File: src/design/rover_pkg.sv
`default_nettype none

package rover_pkg;

    // Operating mode of the rover
    typedef enum logic [1:0] {
        MODE_IDLE = 2'd0,
        MODE_CAM  = 2'd1,   // Camera-guided following
        MODE_IR   = 2'd2    // Remote control
    } rover_mode_e;

    // Sub-states used while in camera mode
    typedef enum logic [1:0] {
        CAM_SEARCH = 2'd0,
        CAM_FOLLOW = 2'd1,
        CAM_PAUSE  = 2'd3   // Held whenever mode is not camera
    } cam_state_e;

    // Drive state handed to the motor block
    typedef enum logic [2:0] {
        DRV_STOP   = 3'd0,
        DRV_LEFT   = 3'd1,
        DRV_RIGHT  = 3'd2,
        DRV_SLOW   = 3'd3,
        DRV_MEDIUM = 3'd4,
        DRV_FAST   = 3'd5
    } drive_e;

    // Command decoded from the remote button code
    typedef enum logic [1:0] {
        CMD_NONE = 2'd0,
        CMD_CAM  = 2'd1,
        CMD_IR   = 2'd2,
        CMD_IDLE = 2'd3
    } mode_cmd_e;

    typedef struct packed {
        mode_cmd_e  cmd;
        logic [2:0] cam_dir;   // Tracker direction hint
        logic [1:0] speed;     // Tracker speed hint
        logic       target;    // Debounced orange flag
    } sensor_sample_t;

    typedef struct packed {
        rover_mode_e mode;
        cam_state_e  cam_state;
        drive_e      drive;
    } rover_status_t;

    // Active-low patterns, segment a in bit 0
    typedef struct packed {
        logic [6:0] mode_hi;
        logic [6:0] mode_lo;
        logic [6:0] drive_digit;
    } seg_digits_t;

endpackage

`default_nettype wire

File: src/design/sensor_front.sv
`default_nettype none

module sensor_front #(
    parameter int TARGET_FILTER = 4
) (
    input  wire logic                     clk_50,
    input  wire logic                     rst_n,
    input  wire logic [7:0]               ir_button,
    input  wire logic [2:0]               cam_direction,
    input  wire logic [1:0]               cam_speed,
    input  wire logic                     orange_detected,
    output rover_pkg::sensor_sample_t     sample
);
    import rover_pkg::*;

    localparam logic [7:0] BTN_CAM  = 8'h0F;
    localparam logic [7:0] BTN_IR   = 8'h13;
    localparam logic [7:0] BTN_IDLE = 8'h10;
    localparam int         CNT_W    = (TARGET_FILTER > 1) ? $clog2(TARGET_FILTER) : 1;

    mode_cmd_e        cmd_dec;
    mode_cmd_e        cmd_q;
    logic [2:0]       dir_q;
    logic [1:0]       speed_q;
    logic             target_q;
    logic [CNT_W-1:0] mismatch_cnt;   // Consecutive samples that differ from target_q

    always_comb begin
        case (ir_button)
            BTN_CAM:  cmd_dec = CMD_CAM;
            BTN_IR:   cmd_dec = CMD_IR;
            BTN_IDLE: cmd_dec = CMD_IDLE;
            default:  cmd_dec = CMD_NONE;   // Unknown buttons are ignored
        endcase
    end

    always_ff @(posedge clk_50) begin
        if (!rst_n) begin
            cmd_q        <= CMD_NONE;
            target_q     <= 1'b0;
            mismatch_cnt <= '0;
        end else begin
            cmd_q <= cmd_dec;
            if (orange_detected == target_q) begin
                mismatch_cnt <= '0;   // Agreement restarts the run
            end else if (mismatch_cnt == CNT_W'(TARGET_FILTER - 1)) begin
                target_q     <= orange_detected;   // Run long enough, accept it
                mismatch_cnt <= '0;
            end else begin
                mismatch_cnt <= mismatch_cnt + CNT_W'(1);
            end
        end
    end

    always_ff @(posedge clk_50) begin
        dir_q   <= cam_direction;
        speed_q <= cam_speed;
    end

    assign sample = '{cmd: cmd_q, cam_dir: dir_q, speed: speed_q, target: target_q};

endmodule

`default_nettype wire

File: src/design/drive_mode_fsm.sv
`default_nettype none

module drive_mode_fsm (
    input  wire logic                     clk_50,
    input  wire logic                     rst_n,
    input  wire rover_pkg::sensor_sample_t sample,
    output rover_pkg::rover_status_t      status,
    output logic                          track_restart
);
    import rover_pkg::*;

    rover_mode_e next_mode;
    cam_state_e  next_cam;
    drive_e      next_drive;

    always_comb begin
        next_mode = status.mode;   // Hold unless a command moves it
        case (status.mode)
            MODE_IDLE: begin
                if (sample.cmd == CMD_CAM)     next_mode = MODE_CAM;
                else if (sample.cmd == CMD_IR) next_mode = MODE_IR;
            end
            MODE_CAM: begin
                if (sample.cmd == CMD_IR)        next_mode = MODE_IR;
                else if (sample.cmd == CMD_IDLE) next_mode = MODE_IDLE;
            end
            MODE_IR: begin
                if (sample.cmd == CMD_CAM)       next_mode = MODE_CAM;
                else if (sample.cmd == CMD_IDLE) next_mode = MODE_IDLE;
            end
            default: next_mode = MODE_IDLE;
        endcase
    end

    // Sub-state looks at the mode we are about to enter
    always_comb begin
        case (status.cam_state)
            CAM_SEARCH: begin
                if (next_mode != MODE_CAM) next_cam = CAM_PAUSE;
                else if (sample.target)    next_cam = CAM_FOLLOW;
                else                       next_cam = CAM_SEARCH;
            end
            CAM_FOLLOW: begin
                if (next_mode != MODE_CAM) next_cam = CAM_PAUSE;
                else if (!sample.target)   next_cam = CAM_SEARCH;   // Lost the target
                else                       next_cam = CAM_FOLLOW;
            end
            default: next_cam = (next_mode == MODE_CAM) ? CAM_SEARCH : CAM_PAUSE;
        endcase
    end

    always_comb begin
        next_drive = DRV_STOP;
        if (next_cam == CAM_SEARCH) begin
            next_drive = DRV_RIGHT;   // Spin in place while searching
        end else if (next_cam == CAM_FOLLOW) begin
            case (sample.cam_dir)
                3'd1: next_drive = DRV_LEFT;
                3'd2: next_drive = DRV_RIGHT;
                3'd3: begin
                    case (sample.speed)
                        2'd0:    next_drive = DRV_SLOW;
                        2'd1:    next_drive = DRV_MEDIUM;
                        2'd2:    next_drive = DRV_FAST;
                        default: next_drive = DRV_STOP;
                    endcase
                end
                default: next_drive = DRV_STOP;
            endcase
        end
    end

    always_ff @(posedge clk_50) begin
        if (!rst_n) begin
            status        <= '{mode: MODE_IDLE, cam_state: CAM_PAUSE, drive: DRV_STOP};
            track_restart <= 1'b0;
        end else begin
            status        <= '{mode: next_mode, cam_state: next_cam, drive: next_drive};
            track_restart <= (next_mode != status.mode) || (next_cam != status.cam_state);
        end
    end

endmodule

`default_nettype wire

File: src/design/motor_pwm.sv
`default_nettype none

module motor_pwm #(
    parameter int PWM_PERIOD = 16
) (
    input  wire logic                    clk_50,
    input  wire logic                    rst_n,
    input  wire rover_pkg::rover_status_t status,
    output logic                         left_pwm,
    output logic                         right_pwm
);
    import rover_pkg::*;

    localparam int CNT_W  = $clog2(PWM_PERIOD);
    localparam int DUTY_W = $clog2(PWM_PERIOD + 1);   // Must hold the full period

    localparam logic [DUTY_W-1:0] DUTY_ZERO    = '0;
    localparam logic [DUTY_W-1:0] DUTY_QUARTER = DUTY_W'(PWM_PERIOD / 4);
    localparam logic [DUTY_W-1:0] DUTY_HALF    = DUTY_W'(PWM_PERIOD / 2);
    localparam logic [DUTY_W-1:0] DUTY_3Q      = DUTY_W'(3 * PWM_PERIOD / 4);
    localparam logic [DUTY_W-1:0] DUTY_FULL    = DUTY_W'(PWM_PERIOD);

    logic [CNT_W-1:0]  period_cnt;
    logic [DUTY_W-1:0] left_duty;
    logic [DUTY_W-1:0] right_duty;

    // Turning is done by running one wheel only
    always_comb begin
        case (status.drive)
            DRV_LEFT:   begin left_duty = DUTY_ZERO;    right_duty = DUTY_FULL;    end
            DRV_RIGHT:  begin left_duty = DUTY_FULL;    right_duty = DUTY_ZERO;    end
            DRV_SLOW:   begin left_duty = DUTY_QUARTER; right_duty = DUTY_QUARTER; end
            DRV_MEDIUM: begin left_duty = DUTY_HALF;    right_duty = DUTY_HALF;    end
            DRV_FAST:   begin left_duty = DUTY_3Q;      right_duty = DUTY_3Q;      end
            default:    begin left_duty = DUTY_ZERO;    right_duty = DUTY_ZERO;    end
        endcase
    end

    always_ff @(posedge clk_50) begin
        if (!rst_n) begin
            period_cnt <= '0;
            left_pwm   <= 1'b0;
            right_pwm  <= 1'b0;
        end else begin
            if (period_cnt == CNT_W'(PWM_PERIOD - 1)) begin
                period_cnt <= '0;   // Wrap at end of period
            end else begin
                period_cnt <= period_cnt + CNT_W'(1);
            end
            left_pwm  <= DUTY_W'(period_cnt) < left_duty;
            right_pwm <= DUTY_W'(period_cnt) < right_duty;
        end
    end

endmodule

`default_nettype wire

File: src/design/mode_display.sv
`default_nettype none

module mode_display (
    input  wire rover_pkg::rover_status_t status,
    output rover_pkg::seg_digits_t        segs
);
    import rover_pkg::*;

    // Letters, active low
    localparam logic [6:0] SEG_I     = 7'b1111001;
    localparam logic [6:0] SEG_D     = 7'b0100001;
    localparam logic [6:0] SEG_C     = 7'b1000110;
    localparam logic [6:0] SEG_A     = 7'b0001000;
    localparam logic [6:0] SEG_R     = 7'b0101111;
    localparam logic [6:0] SEG_BLANK = 7'b1111111;

    always_comb begin
        case (status.mode)
            MODE_IDLE: begin segs.mode_hi = SEG_I;     segs.mode_lo = SEG_D;     end
            MODE_CAM:  begin segs.mode_hi = SEG_C;     segs.mode_lo = SEG_A;     end
            MODE_IR:   begin segs.mode_hi = SEG_I;     segs.mode_lo = SEG_R;     end
            default:   begin segs.mode_hi = SEG_BLANK; segs.mode_lo = SEG_BLANK; end
        endcase
    end

    // Drive state shown as its numeric code
    always_comb begin
        case (status.drive)
            DRV_STOP:   segs.drive_digit = 7'b1000000;   // 0
            DRV_LEFT:   segs.drive_digit = 7'b1111001;   // 1
            DRV_RIGHT:  segs.drive_digit = 7'b0100100;   // 2
            DRV_SLOW:   segs.drive_digit = 7'b0110000;   // 3
            DRV_MEDIUM: segs.drive_digit = 7'b0011001;   // 4
            DRV_FAST:   segs.drive_digit = 7'b0010010;   // 5
            default:    segs.drive_digit = SEG_BLANK;
        endcase
    end

endmodule

`default_nettype wire

File: src/design/rover_top.sv
`default_nettype none

module rover_top #(
    parameter int TARGET_FILTER = 4,
    parameter int PWM_PERIOD    = 16   // Keep a multiple of 4
) (
    input  wire logic                 clk_50,
    input  wire logic                 rst_n,
    input  wire logic [7:0]           ir_button,
    input  wire logic [2:0]           cam_direction,
    input  wire logic [1:0]           cam_speed,
    input  wire logic                 orange_detected,
    output rover_pkg::rover_status_t  status,
    output logic                      track_restart,
    output logic                      left_pwm,
    output logic                      right_pwm,
    output rover_pkg::seg_digits_t    segs
);
    import rover_pkg::*;

    sensor_sample_t sample;   // Input side to controller

    sensor_front #(
        .TARGET_FILTER (TARGET_FILTER)
    ) sensor_front_inst (
        .clk_50          (clk_50),
        .rst_n           (rst_n),
        .ir_button       (ir_button),
        .cam_direction   (cam_direction),
        .cam_speed       (cam_speed),
        .orange_detected (orange_detected),
        .sample          (sample)
    );

    drive_mode_fsm drive_mode_fsm_inst (
        .clk_50        (clk_50),
        .rst_n         (rst_n),
        .sample        (sample),
        .status        (status),
        .track_restart (track_restart)
    );

    motor_pwm #(
        .PWM_PERIOD (PWM_PERIOD)
    ) motor_pwm_inst (
        .clk_50    (clk_50),
        .rst_n     (rst_n),
        .status    (status),
        .left_pwm  (left_pwm),
        .right_pwm (right_pwm)
    );

    mode_display mode_display_inst (
        .status (status),
        .segs   (segs)
    );

endmodule

`default_nettype wire

File: config.mk
export PLATFORM = sky130hd
export DESIGN_NAME = rover_top
export DESIGN_NICKNAME = d
export VERILOG_FILES = /design/src/design/rover_pkg.sv /design/src/design/sensor_front.sv /design/src/design/drive_mode_fsm.sv /design/src/design/motor_pwm.sv /design/src/design/mode_display.sv /design/src/design/rover_top.sv
export SDC_FILE = /design/constraint.sdc
export NUM_CORES = 1
export LEC_CHECK = 0
export BUFFER_PORTS_ARGS = -buffer_cell sky130_fd_sc_hd__buf_4
export CAP_MARGIN = 40
export CORE_UTILIZATION = 51
export DETAILED_ROUTE_END_ITERATION = 8
export PLACE_DENSITY = 0.93
export SLEW_MARGIN = 20
export SYNTH_ARGS = -nofsm -noshare
export SYNTH_HDL_FRONTEND = slang
export SYNTH_HIERARCHICAL = 1
export SYNTH_SLANG_ARGS = --single-unit
File: constraint.sdc
create_clock -name clk_50 -period 2.25 [get_ports clk_50]
set_input_delay 0.1125 -clock clk_50 [delete_from_list [all_inputs] [get_ports clk_50]]
set_output_delay 0.1125 -clock clk_50 [all_outputs]
set_load 0.01 [all_outputs]
==> flow_summary.toml, run 1 <==
[timing]
hold_ws_ns = 0.03884
period_share_pct = 72.17
fmaxAchievable_ghz = 0.6159
setup_ws_ns = 0.6263
finalCriticalPeriod_ns = 1.624
hold_violations = 0
setup_violations = 0
tns_ns = 0
drv_slew = 0
fin_worst_skew_ns = 0.006792
rsz0062_at_grt = "no"

[logic_synthesis]
netlist.area_leader.share_pct = 38.67
async_flop_share_pct = 0
ys_warn_count = 6
seq_area_frac_synth_pct = 38.67
synth_area_leader_cell = "dfxtp_1"
synthesis.area_sq_mm = 0.001242
synth_cell_types = 43
synth_edf_count = 0
syn_nets = 152
avgSynthCellArea_sq_um = 9.707
yosys-top-cells-area = "dfxtp_1 39%, ha_1 8.1%, buf_4 6.6%"
yosys_most_used_dff = "dfxtp_1"
postSynthCellCount = 128
synth_seq_cells = 24

[setup_path]
required_ns = 2.51
worst-path-buf-inv = 1
reg2regPathDepth = 6
worstSetupPathType = "reg2reg"
reg2reg_slack_ns = 0.63
cp_common_cell = "ha_1"
worstSetupStartpointType = "flop"
r2r_start = "drive_mode_fsm_inst/status[2]$_SDFF_PP0_"
crit_fanout = 11
crit_path_top_delay_cell = "dfxtp_1"
arrival_ns = 1.88
end_kind = "flop"
r2r-end = "motor_pwm_inst/right_pwm$_SDFF_PN0_"
max_stage_delay_ns = 0.56
worstPathCellList = "ha_1 -> inv_1 -> ha_1 -> nor4b_1 -> nor2_1 -> a21boi_1"
crit_family = "flip-flops"

[finish]
finalInstanceArea_sq_mm = 0.001600
stdcell_count = 196
num_antenna_cells = 0
layout_common_cells = "45 x buf_4, 24 x dfxtp_1, 9 x nor2_1"
area_growth_pct = 28.80
fillerInstances = 176
final_common_cell = "buf_4"
nets = 193
post-route-util_pct = 70.98
drive_above_1_share_pct = 35.71

[clock_tree]
ctsResizeCount = 0
post-cts-setup-buffers = 0
insertion_delay_ns = 0.32
cts_tree = "built"
clockRootBuffer = "clkbuf_4"
numCtsBuffers = 3
clock_path_buffers = 2
clk_pin_slew_ns = 0.13
cts.sinks = 24
htree_num_levels = 1

[global_routing]
track_usage_pct = 21.33
grt_pass1_vias = 993
overflow = 0
antenna_found_initial = 0
grt_pass1_wl_mm = 4.071
grt_max_degree = 15

[routing]
wl_per_cell_um = 12.92
drc_errors = 0
viasPerCell = 5.224
ant_nets = 0
drt_iter0_markers = 7
dr.pass1.iters = 3
routed_wl_mm = 2.532
vias = 1024

[placement]
dp.cells = 187
port_buffers = 45
dp_worst_setup_slack_ns = 0.6428
place_congestion = 0.7051
dpl.hpwl_mm = 1.878
post_dp_cell_area_sq_mm = 0.001514

[die]
die_w_um = 51.36
die-area_sq_mm = 0.002637
num_io_pins = 47
dieHeight_um = 51.36
core-area_sq_mm = 0.002255
initial_core_util_pct = 55.11
num_rows = 17

[pwr]
power_leakage_nw = 0.7393
powerDensity_mw_per_mm2 = 463.5
ir_worst_vdd_mv = 0.5077
finalPower_mw = 0.7418

[worst_hold_path]
min_path_type = "in2reg"
hp-start = "ir_button[6]"
hold_end = "sensor_front_inst/cmd_q[1]$_SDFF_PN0_"
whs_path_depth = 3

[run_status]
status = "complete, no violations"

[run]
maxCapViolations = 0
-- cells in the mapped netlist, drive strengths merged (2+ instances only) --
cell     n
nand2b   6
buf     12
nand3    2
clkbuf   2
nor4b    4
a21oi    3
nor2b    2
and2     4
nand2    8
a21boi   3
o21ai    3
o21a     2
nor2     9
inv      8
xor2     3
or2      2
dfxtp   24
nor3b    3
ha       8
xnor2    3
-- worst max path at each step --
stage / from / end / depth (start not counted)
6_report: drive_mode_fsm_inst/status[2]$_SDFF_PP0_ / motor_pwm_inst/right_pwm$_SDFF_PN0_ / 6
5_1_grt: drive_mode_fsm_inst/status[2]$_SDFF_PP0_ / motor_pwm_inst/right_pwm$_SDFF_PN0_ / 6
4_1_cts: drive_mode_fsm_inst/status[2]$_SDFF_PP0_ / motor_pwm_inst/right_pwm$_SDFF_PN0_ / 6
3_5_place_dp: drive_mode_fsm_inst/status[2]$_SDFF_PP0_ / motor_pwm_inst/right_pwm$_SDFF_PN0_ / 6
3_3_place_gp: drive_mode_fsm_inst/status[2]$_SDFF_PP0_ / motor_pwm_inst/right_pwm$_SDFF_PN0_ / 6
2_1_floorplan: drive_mode_fsm_inst/status[2]$_SDFF_PP0_ / motor_pwm_inst/right_pwm$_SDFF_PN0_ / 6
-- kinds of logic (layout without fill, tap and decap cells) --
family | count (synthesis) | after routing | synth area share (%)
buffers and inverters | 22 | 62 | 10.57
muxes | 2 | 2 | 1.712
xor gates and xnor gates | 6 | 6 | 4.230
other | 1 | 1 | 0.3018
DFF | 24 | 24 | 38.67
AOI/OAI and AO/OA | 17 | 17 | 10.57
and+or+nand+nor | 48 | 48 | 25.88
adders and majority gates | 8 | 8 | 8.057
-- repair_timing --
action                                  4_1_cts  5_1_grt
endpoints found under the hold margin         5        0
hold buffers                                  5        0
endpoints found under the setup margin        0        0
-- where the power goes --
| group | internal, mW | switching, mW |
|---|---|---|
| registers | 0.437 | 0.0105 |
| clock network | 0.0990 | 0.126 |
| logic | 0.0415 | 0.0279 |
| total | 0.578 | 0.164 |
-- routing by layer --
metal	part of all wire [%]	GRT usage [%]
met1	37	19.38
met2	55	41.01
met3	4.5	5.952
met4	3.3	13.06
met5	0	0
-- layout make-up --
cell class / count / area, sq um / area share [%]
Clock buffer: 4 / 36.28 / 2.267
Inverter: 8 / 30.03 / 1.876
Multi-Input combinational cell: 82 / 630.6 / 39.41
Sequential cell: 24 / 480.5 / 30.02
Tap cell: 28 / 35.03 / 2.189
Timing Repair Buffer: 50 / 387.9 / 24.24
-- worst min-delay path, cell delays in order --
cell and delay, ns:
buf_4 0.08, or4b_4 0.11, nor3b_2 0.03
-- registers in the layout (all words and copies together), names as in the netlist --
register,count
drive_mode_fsm_inst/status,7
drive_mode_fsm_inst/track_restart,1
motor_pwm_inst/left_pwm,1
motor_pwm_inst/period_cnt,4
motor_pwm_inst/right_pwm,1
sensor_front_inst/cmd_q,2
sensor_front_inst/dir_q,3
sensor_front_inst/mismatch_cnt,2
sensor_front_inst/speed_q,2
sensor_front_inst/target_q,1
(Power assumes the default switching activity.)
==> inputs of run 2 (changes only) <==
--- a/config.mk
+++ b/config.mk
@@ -7,9 +7,9 @@
 export LEC_CHECK = 0
 export BUFFER_PORTS_ARGS = -buffer_cell sky130_fd_sc_hd__buf_4
 export CAP_MARGIN = 40
-export CORE_UTILIZATION = 51
+export CORE_UTILIZATION = 43
 export DETAILED_ROUTE_END_ITERATION = 8
-export PLACE_DENSITY = 0.93
+export PLACE_DENSITY = 0.84
 export SLEW_MARGIN = 20
 export SYNTH_ARGS = -nofsm -noshare
 export SYNTH_HDL_FRONTEND = slang
==> constraint.sdc (replaced) <==
create_clock -name clk_50 -period 1.44 [get_ports clk_50]
set_input_delay 0.072 -clock clk_50 [delete_from_list [all_inputs] [get_ports clk_50]]
set_output_delay 0.072 -clock clk_50 [all_outputs]
set_load 0.01 [all_outputs]
==> run 2 against run 1 <==
Compared with the run above: core utilization down 10 points; worst setup slack worse by 0.55 ns; die area up 18%; clock power up 56%; first-iteration DRC count up 140%; via count up 2.5%; combinational power up 71%; global-route usage down 4.9 points; final area up 4.9%; sequential power up 56%; critical path depth down 3; critical path type is now reg2out; critical endpoint is now segs[18].
==> flow_summary.toml, run 2 (synthesis gave the netlist of run 1 again) <==
[finish]
seqCellArea_sq_um = 481.7
num_antenna_cells = 0
layout_common_cells = "50 x buf_4, 23 x dfxtp_1, 9 x nor2_1"
reg.largest.list = "drive_mode_fsm_inst/status x7, motor_pwm_inst/period_cnt x4, sensor_front_inst/dir_q x3"
multi_input_area_sq_um = 636.9
regMostFlops = "drive_mode_fsm_inst/status"
nets = 201
fillerInstances = 250
largest_reg_flops = 7
drive_above_1_share_pct = 38.07
area_growth_pct = 35.15
final_common_cell = "buf_4"
finalInstanceArea_sq_mm = 0.001679

[setup_path]
worstPathCellList = "buf_4 -> nand2b_1 -> buf_4"
max_stage_delay_ns = 0.43
crit_fanout = 6
r2r_start = "drive_mode_fsm_inst/status[1]$_SDFF_PN0_"
crit_path_top_delay_cell = "dfxtp_1"
cp_common_cell = "buf_4"
required_ns = 1.37
arrival_ns = 1.30
worstSetupPathType = "reg2out"
crit_start = "drive_mode_fsm_inst/status[6]$_SDFF_PN0_"
end_kind = "output port"
worstSetupStartpointType = "flop"

[placement]
dpl.hpwl_mm = 1.960
port_buffers = 45
place_congestion = 0.7811
post_dp_cell_area_sq_mm = 0.001549
dp_worst_setup_slack_ns = 0.08775

[timing]
drv_slew = 0
period_share_pct = 94.99
fin_worst_skew_ns = 0.006496
hold_ws_ns = 0.01228
setup_ws_ns = 0.07217
tns_ns = 0
hold_violations = 0
setup_violations = 0
fmaxAchievable_ghz = 0.7311
finalCriticalPeriod_ns = 1.368

[run]
maxCapViolations = 0

[die]
dieHeight_um = 55.76
num_rows = 19
core-area_sq_mm = 0.002758
die-area_sq_mm = 0.003109
initial_core_util_pct = 45.05
num_io_pins = 47
die_w_um = 55.76

[routing]
drc_errors = 0
drt_iter0_markers = 17
viasPerCell = 5.072
ant_nets = 0
routed_wl_mm = 2.700
dr.pass1.iters = 4
wl_per_cell_um = 13.04
vias = 1050

[pwr]
ir_worst_vdd_mv = 0.8250
powerDensity_mw_per_mm2 = 697.5
power_leakage_nw = 0.7819

[run_status]
status = "complete, no violations"

[clock_tree]
insertion_delay_ns = 0.31
numCtsBuffers = 3
clk_pin_slew_ns = 0.13
htree_num_levels = 1
clock_path_buffers = 2
clockRootBuffer = "clkbuf_4"
cts.sinks = 24
cts_tree = "built"

[global_routing]
grt_pass1_vias = 981
track_usage_pct = 16.42
overflow = 0
grt_pass1_wl_mm = 4.064
grt_max_degree = 15
antenna_found_initial = 0

[worst_hold_path]
hp-start = "rst_n"
min_path_type = "in2reg"
==> run 2: cell types whose count changed in the layout (fill, tap and decap cells not counted) <==
cell           previous run  this run
buf_4                    45        50
dfxtp_1                  24        23
dfxtp_2                   0         1
dlygate4sd3_1             5         8
nor4b_1                   3         2
nor4b_2                   0         1
==> run 2: final cells by class <==
class,instances,share of cell area [%]
Multi-Input combinational cell,82,37.93
Sequential cell,24,28.69
Timing Repair Buffer,58,27.12
Tap cell,31,2.310
Clock buffer,4,2.161
Inverter,8,1.788
==> run 2: power breakdown <==
group          internal [mW]  switching, mW
Clock                  0.154          0.197
Combinational         0.0714         0.0474
Sequential             0.683         0.0176
==> run 2: path summary, 6_finish.rpt <==
path	slack [ns]	depth (start not counted)	endpoint
setup / recovery	0.07	3	segs[18]
hold / removal	0.01	2	drive_mode_fsm_inst/status[3]$_SDFF_PN1_
setup reg to reg	0.09	7	motor_pwm_inst/right_pwm$_SDFF_PN0_
hold reg to reg	0.45	1	sensor_front_inst/mismatch_cnt[0]$_SDFF_PP0_
==> run 2: metrics by stage <==
stage          power (mW)  std cells  utilization, %
2_1_floorplan      0.7637        128               -
3_3_place_gp       0.8033        194           56.17
3_5_place_dp       0.8145        194           56.17
4_1_cts             1.181        206           60.39
5_1_grt             1.220        207           60.89
6_report            1.171        207           60.89
==> run 2: timing repair <==
action,in CTS,in global routing
hold endpoints to repair,7,0
endpoints found under the setup margin,0,2
buffers inserted,0,1
hold buffers,8,0
gates resized for setup,0,1
==> run 2: critical path: cells and delay by family (launching register included) <==
family / cells / cell delay, ns
buf+inv: 2 / 0.34
flops: 1 / 0.43
simple gates: 1 / 0.21
==> run 2: routing by layer <==
layer	global-route usage [%]	vias up	routed length, um
li1	-	516	-
met1	15.86	499	987
met2	34.08	33	1603
met4	4.643	0	8
met3	3.256	2	100
met5	0	-	0
==> inputs of run 3 (changes only) <==
--- a/config.mk
+++ b/config.mk
@@ -7,9 +7,11 @@
 export LEC_CHECK = 0
 export BUFFER_PORTS_ARGS = -buffer_cell sky130_fd_sc_hd__buf_4
 export CAP_MARGIN = 40
-export CORE_UTILIZATION = 43
+export CELL_PAD_IN_SITES_DETAIL_PLACEMENT = 1
+export CELL_PAD_IN_SITES_GLOBAL_PLACEMENT = 1
+export CORE_UTILIZATION = 32
 export DETAILED_ROUTE_END_ITERATION = 8
-export PLACE_DENSITY = 0.84
+export PLACE_DENSITY = 0.85
 export SLEW_MARGIN = 20
 export SYNTH_ARGS = -nofsm -noshare
 export SYNTH_HDL_FRONTEND = slang
==> run 3 against run 2 <==
Compared with the run above: final cell count grew 6.8%; final area grew 1.8%; die area grew 33%; critical path type is now reg2reg.
==> flow_summary.toml, run 3 (synthesis gave the netlist of run 1 again) <==
[finish]
finalInstanceArea_sq_mm = 0.001709
area_growth_pct = 37.56
reg.largest.list = "drive_mode_fsm_inst/status x7, motor_pwm_inst/period_cnt x4, sensor_front_inst/dir_q x3"
largest_reg_flops = 7
layout_common_cells = "50 x buf_4, 23 x dfxtp_1, 9 x nor2_1"
regMostFlops = "drive_mode_fsm_inst/status"
stdcell_count = 221
num_antenna_cells = 0
drive_above_1_share_pct = 39.31
nets = 198
final_common_cell = "buf_4"

[routing]
drc_errors = 0
viasPerCell = 4.701
routed_wl_mm = 2.845
drt_iter0_markers = 33
ant_nets = 0
vias = 1039
wl_per_cell_um = 12.87
dr.pass1.iters = 4

[die]
num_rows = 22
die_w_um = 64.31
die-area_sq_mm = 0.004136
num_io_pins = 47
initial_core_util_pct = 33.68
core-area_sq_mm = 0.003689
dieHeight_um = 64.31

[setup_path]
worstSetupPathType = "reg2reg"
crit_path_top_delay_cell = "dfxtp_1"
end_kind = "flop"
r2r-end = "drive_mode_fsm_inst/track_restart$_SDFF_PN0_"
worstSetupStartpointType = "flop"
worstPathCellList = "and2_4 -> nor4b_4 -> xor2_1 -> a21boi_1"
required_ns = 1.60
reg2reg_slack_ns = 0.12
arrival_ns = 1.48
r2r_start = "drive_mode_fsm_inst/status[6]$_SDFF_PN0_"
reg2regPathDepth = 4
crit_family = "simple AND/OR/NAND/NOR gates"
worst-path-buf-inv = 0
crit_fanout = 10
max_stage_delay_ns = 0.40

[clock_tree]
htree_num_levels = 1
clk_pin_slew_ns = 0.09
clock_path_buffers = 2
cts_tree = "built"
post-cts-setup-buffers = 0
insertion_delay_ns = 0.27
cts.sinks = 24
numCtsBuffers = 3
clockRootBuffer = "clkbuf_8"

[placement]
dpl.hpwl_mm = 2.170
dp_worst_setup_slack_ns = 0.07591
dp.cells = 212
place_congestion = 0.7237
port_buffers = 45
post_dp_cell_area_sq_mm = 0.001578

[pwr]
p_sw_share_pct = 20.21
powerDensity_mw_per_mm2 = 821.6
p_sw_mw = 0.2839
ir_worst_vdd_mv = 0.5257
p_clk_share_pct = 42.3
power_leakage_nw = 0.7828
p_seq_share_pct = 49.8
internal_power_mw = 1.120
pwr-share-comb_pct = 7.9

[timing]
drv_slew = 0
period_share_pct = 91.66
hold_violations = 0
rsz0062_at_grt = "no"
fmaxAchievable_ghz = 0.7576
finalCriticalPeriod_ns = 1.320
setup_ws_ns = 0.1201
tns_ns = 0
hold_ws_ns = 0.05758
fin_worst_skew_ns = 0.002550
setup_violations = 0

[global_routing]
grt_pass1_vias = 1025
track_usage_pct = 14.78
overflow = 0
antenna_found_initial = 0
grt_max_degree = 15
grt_pass1_wl_mm = 4.726

[run_status]
status = "complete, no violations"

[worst_hold_path]
hold_end = "drive_mode_fsm_inst/status[3]$_SDFF_PN1_"
hp-start = "rst_n"
whs_path_depth = 2
min_path_type = "in2reg"

[run]
maxCapViolations = 0
==> run 3: cell count changes in the layout (fill, tap and decap cells not counted), sizes merged <==
cell         delta
dlygate4sd3     -3
bufinv          +1
clkbuf          -1
==> run 3: worst reg2reg max path: stages (launching register included) <==
cell and delay, ns:
dfxtp_1 0.40, and2_4 0.22, nor4b_4 0.30, xor2_1 0.21
a21boi_1 0.08
==> run 3: cell type report <==
class | instances | area, sq um
Clock buffer | 3 | 41.29
Clock inverter | 1 | 30.03
Fill cell | 444 | 1979
Inverter | 8 | 30.03
Multi-Input combinational cell | 82 | 640.6
Sequential cell | 24 | 481.7
Tap cell | 48 | 60.06
Timing Repair Buffer | 55 | 425.4
==> run 3: stage by stage <==
step                      utilization (%)  power [mW]
after floorplan                         -      0.7637
after global routing                46.34       1.472
final                               46.34       1.404
after CTS                           46.07       1.426
after global placement              42.77      0.8047
after detailed placement            42.77      0.8145
==> run 3: layer usage <==
layer  share of wire, %  GRT usage, %
met5                  0             0
met4                1.5         6.389
met3                5.3         3.571
met2                 54         26.45
met1                 39         16.38
==> run 3: power by group through the flow <==
stage	Combinational, mW	Sequential, mW	Clock, mW
final	0.111	0.699	0.594
after global routing	0.125	0.702	0.645
after CTS	0.113	0.699	0.614
after detailed placement	0.100	0.714	0
after global placement	0.0925	0.712	0
after floorplan	0.0553	0.708	0
==> run 3: what timing repair did <==
action	in CTS	in global routing
gates resized for setup	0	3
setup endpoints to repair	0	1
endpoints found under the hold margin	5	0
hold buffers	5	0
==> run 3: how the worst max path moves through the flow <==
stage | end | from | depth (start not counted)
2_1_floorplan | motor_pwm_inst/left_pwm$_SDFF_PN0_ | drive_mode_fsm_inst/status[1]$_SDFF_PN0_ | 4
3_3_place_gp | motor_pwm_inst/right_pwm$_SDFF_PN0_ | drive_mode_fsm_inst/status[1]$_SDFF_PN0_ | 7
3_5_place_dp | motor_pwm_inst/right_pwm$_SDFF_PN0_ | drive_mode_fsm_inst/status[1]$_SDFF_PN0_ | 7
4_1_cts | motor_pwm_inst/right_pwm$_SDFF_PN0_ | drive_mode_fsm_inst/status[1]$_SDFF_PN0_ | 7
5_1_grt | motor_pwm_inst/right_pwm$_SDFF_PN0_ | drive_mode_fsm_inst/status[1]$_SDFF_PN0_ | 7
6_report | drive_mode_fsm_inst/track_restart$_SDFF_PN0_ | drive_mode_fsm_inst/status[6]$_SDFF_PN0_ | 4
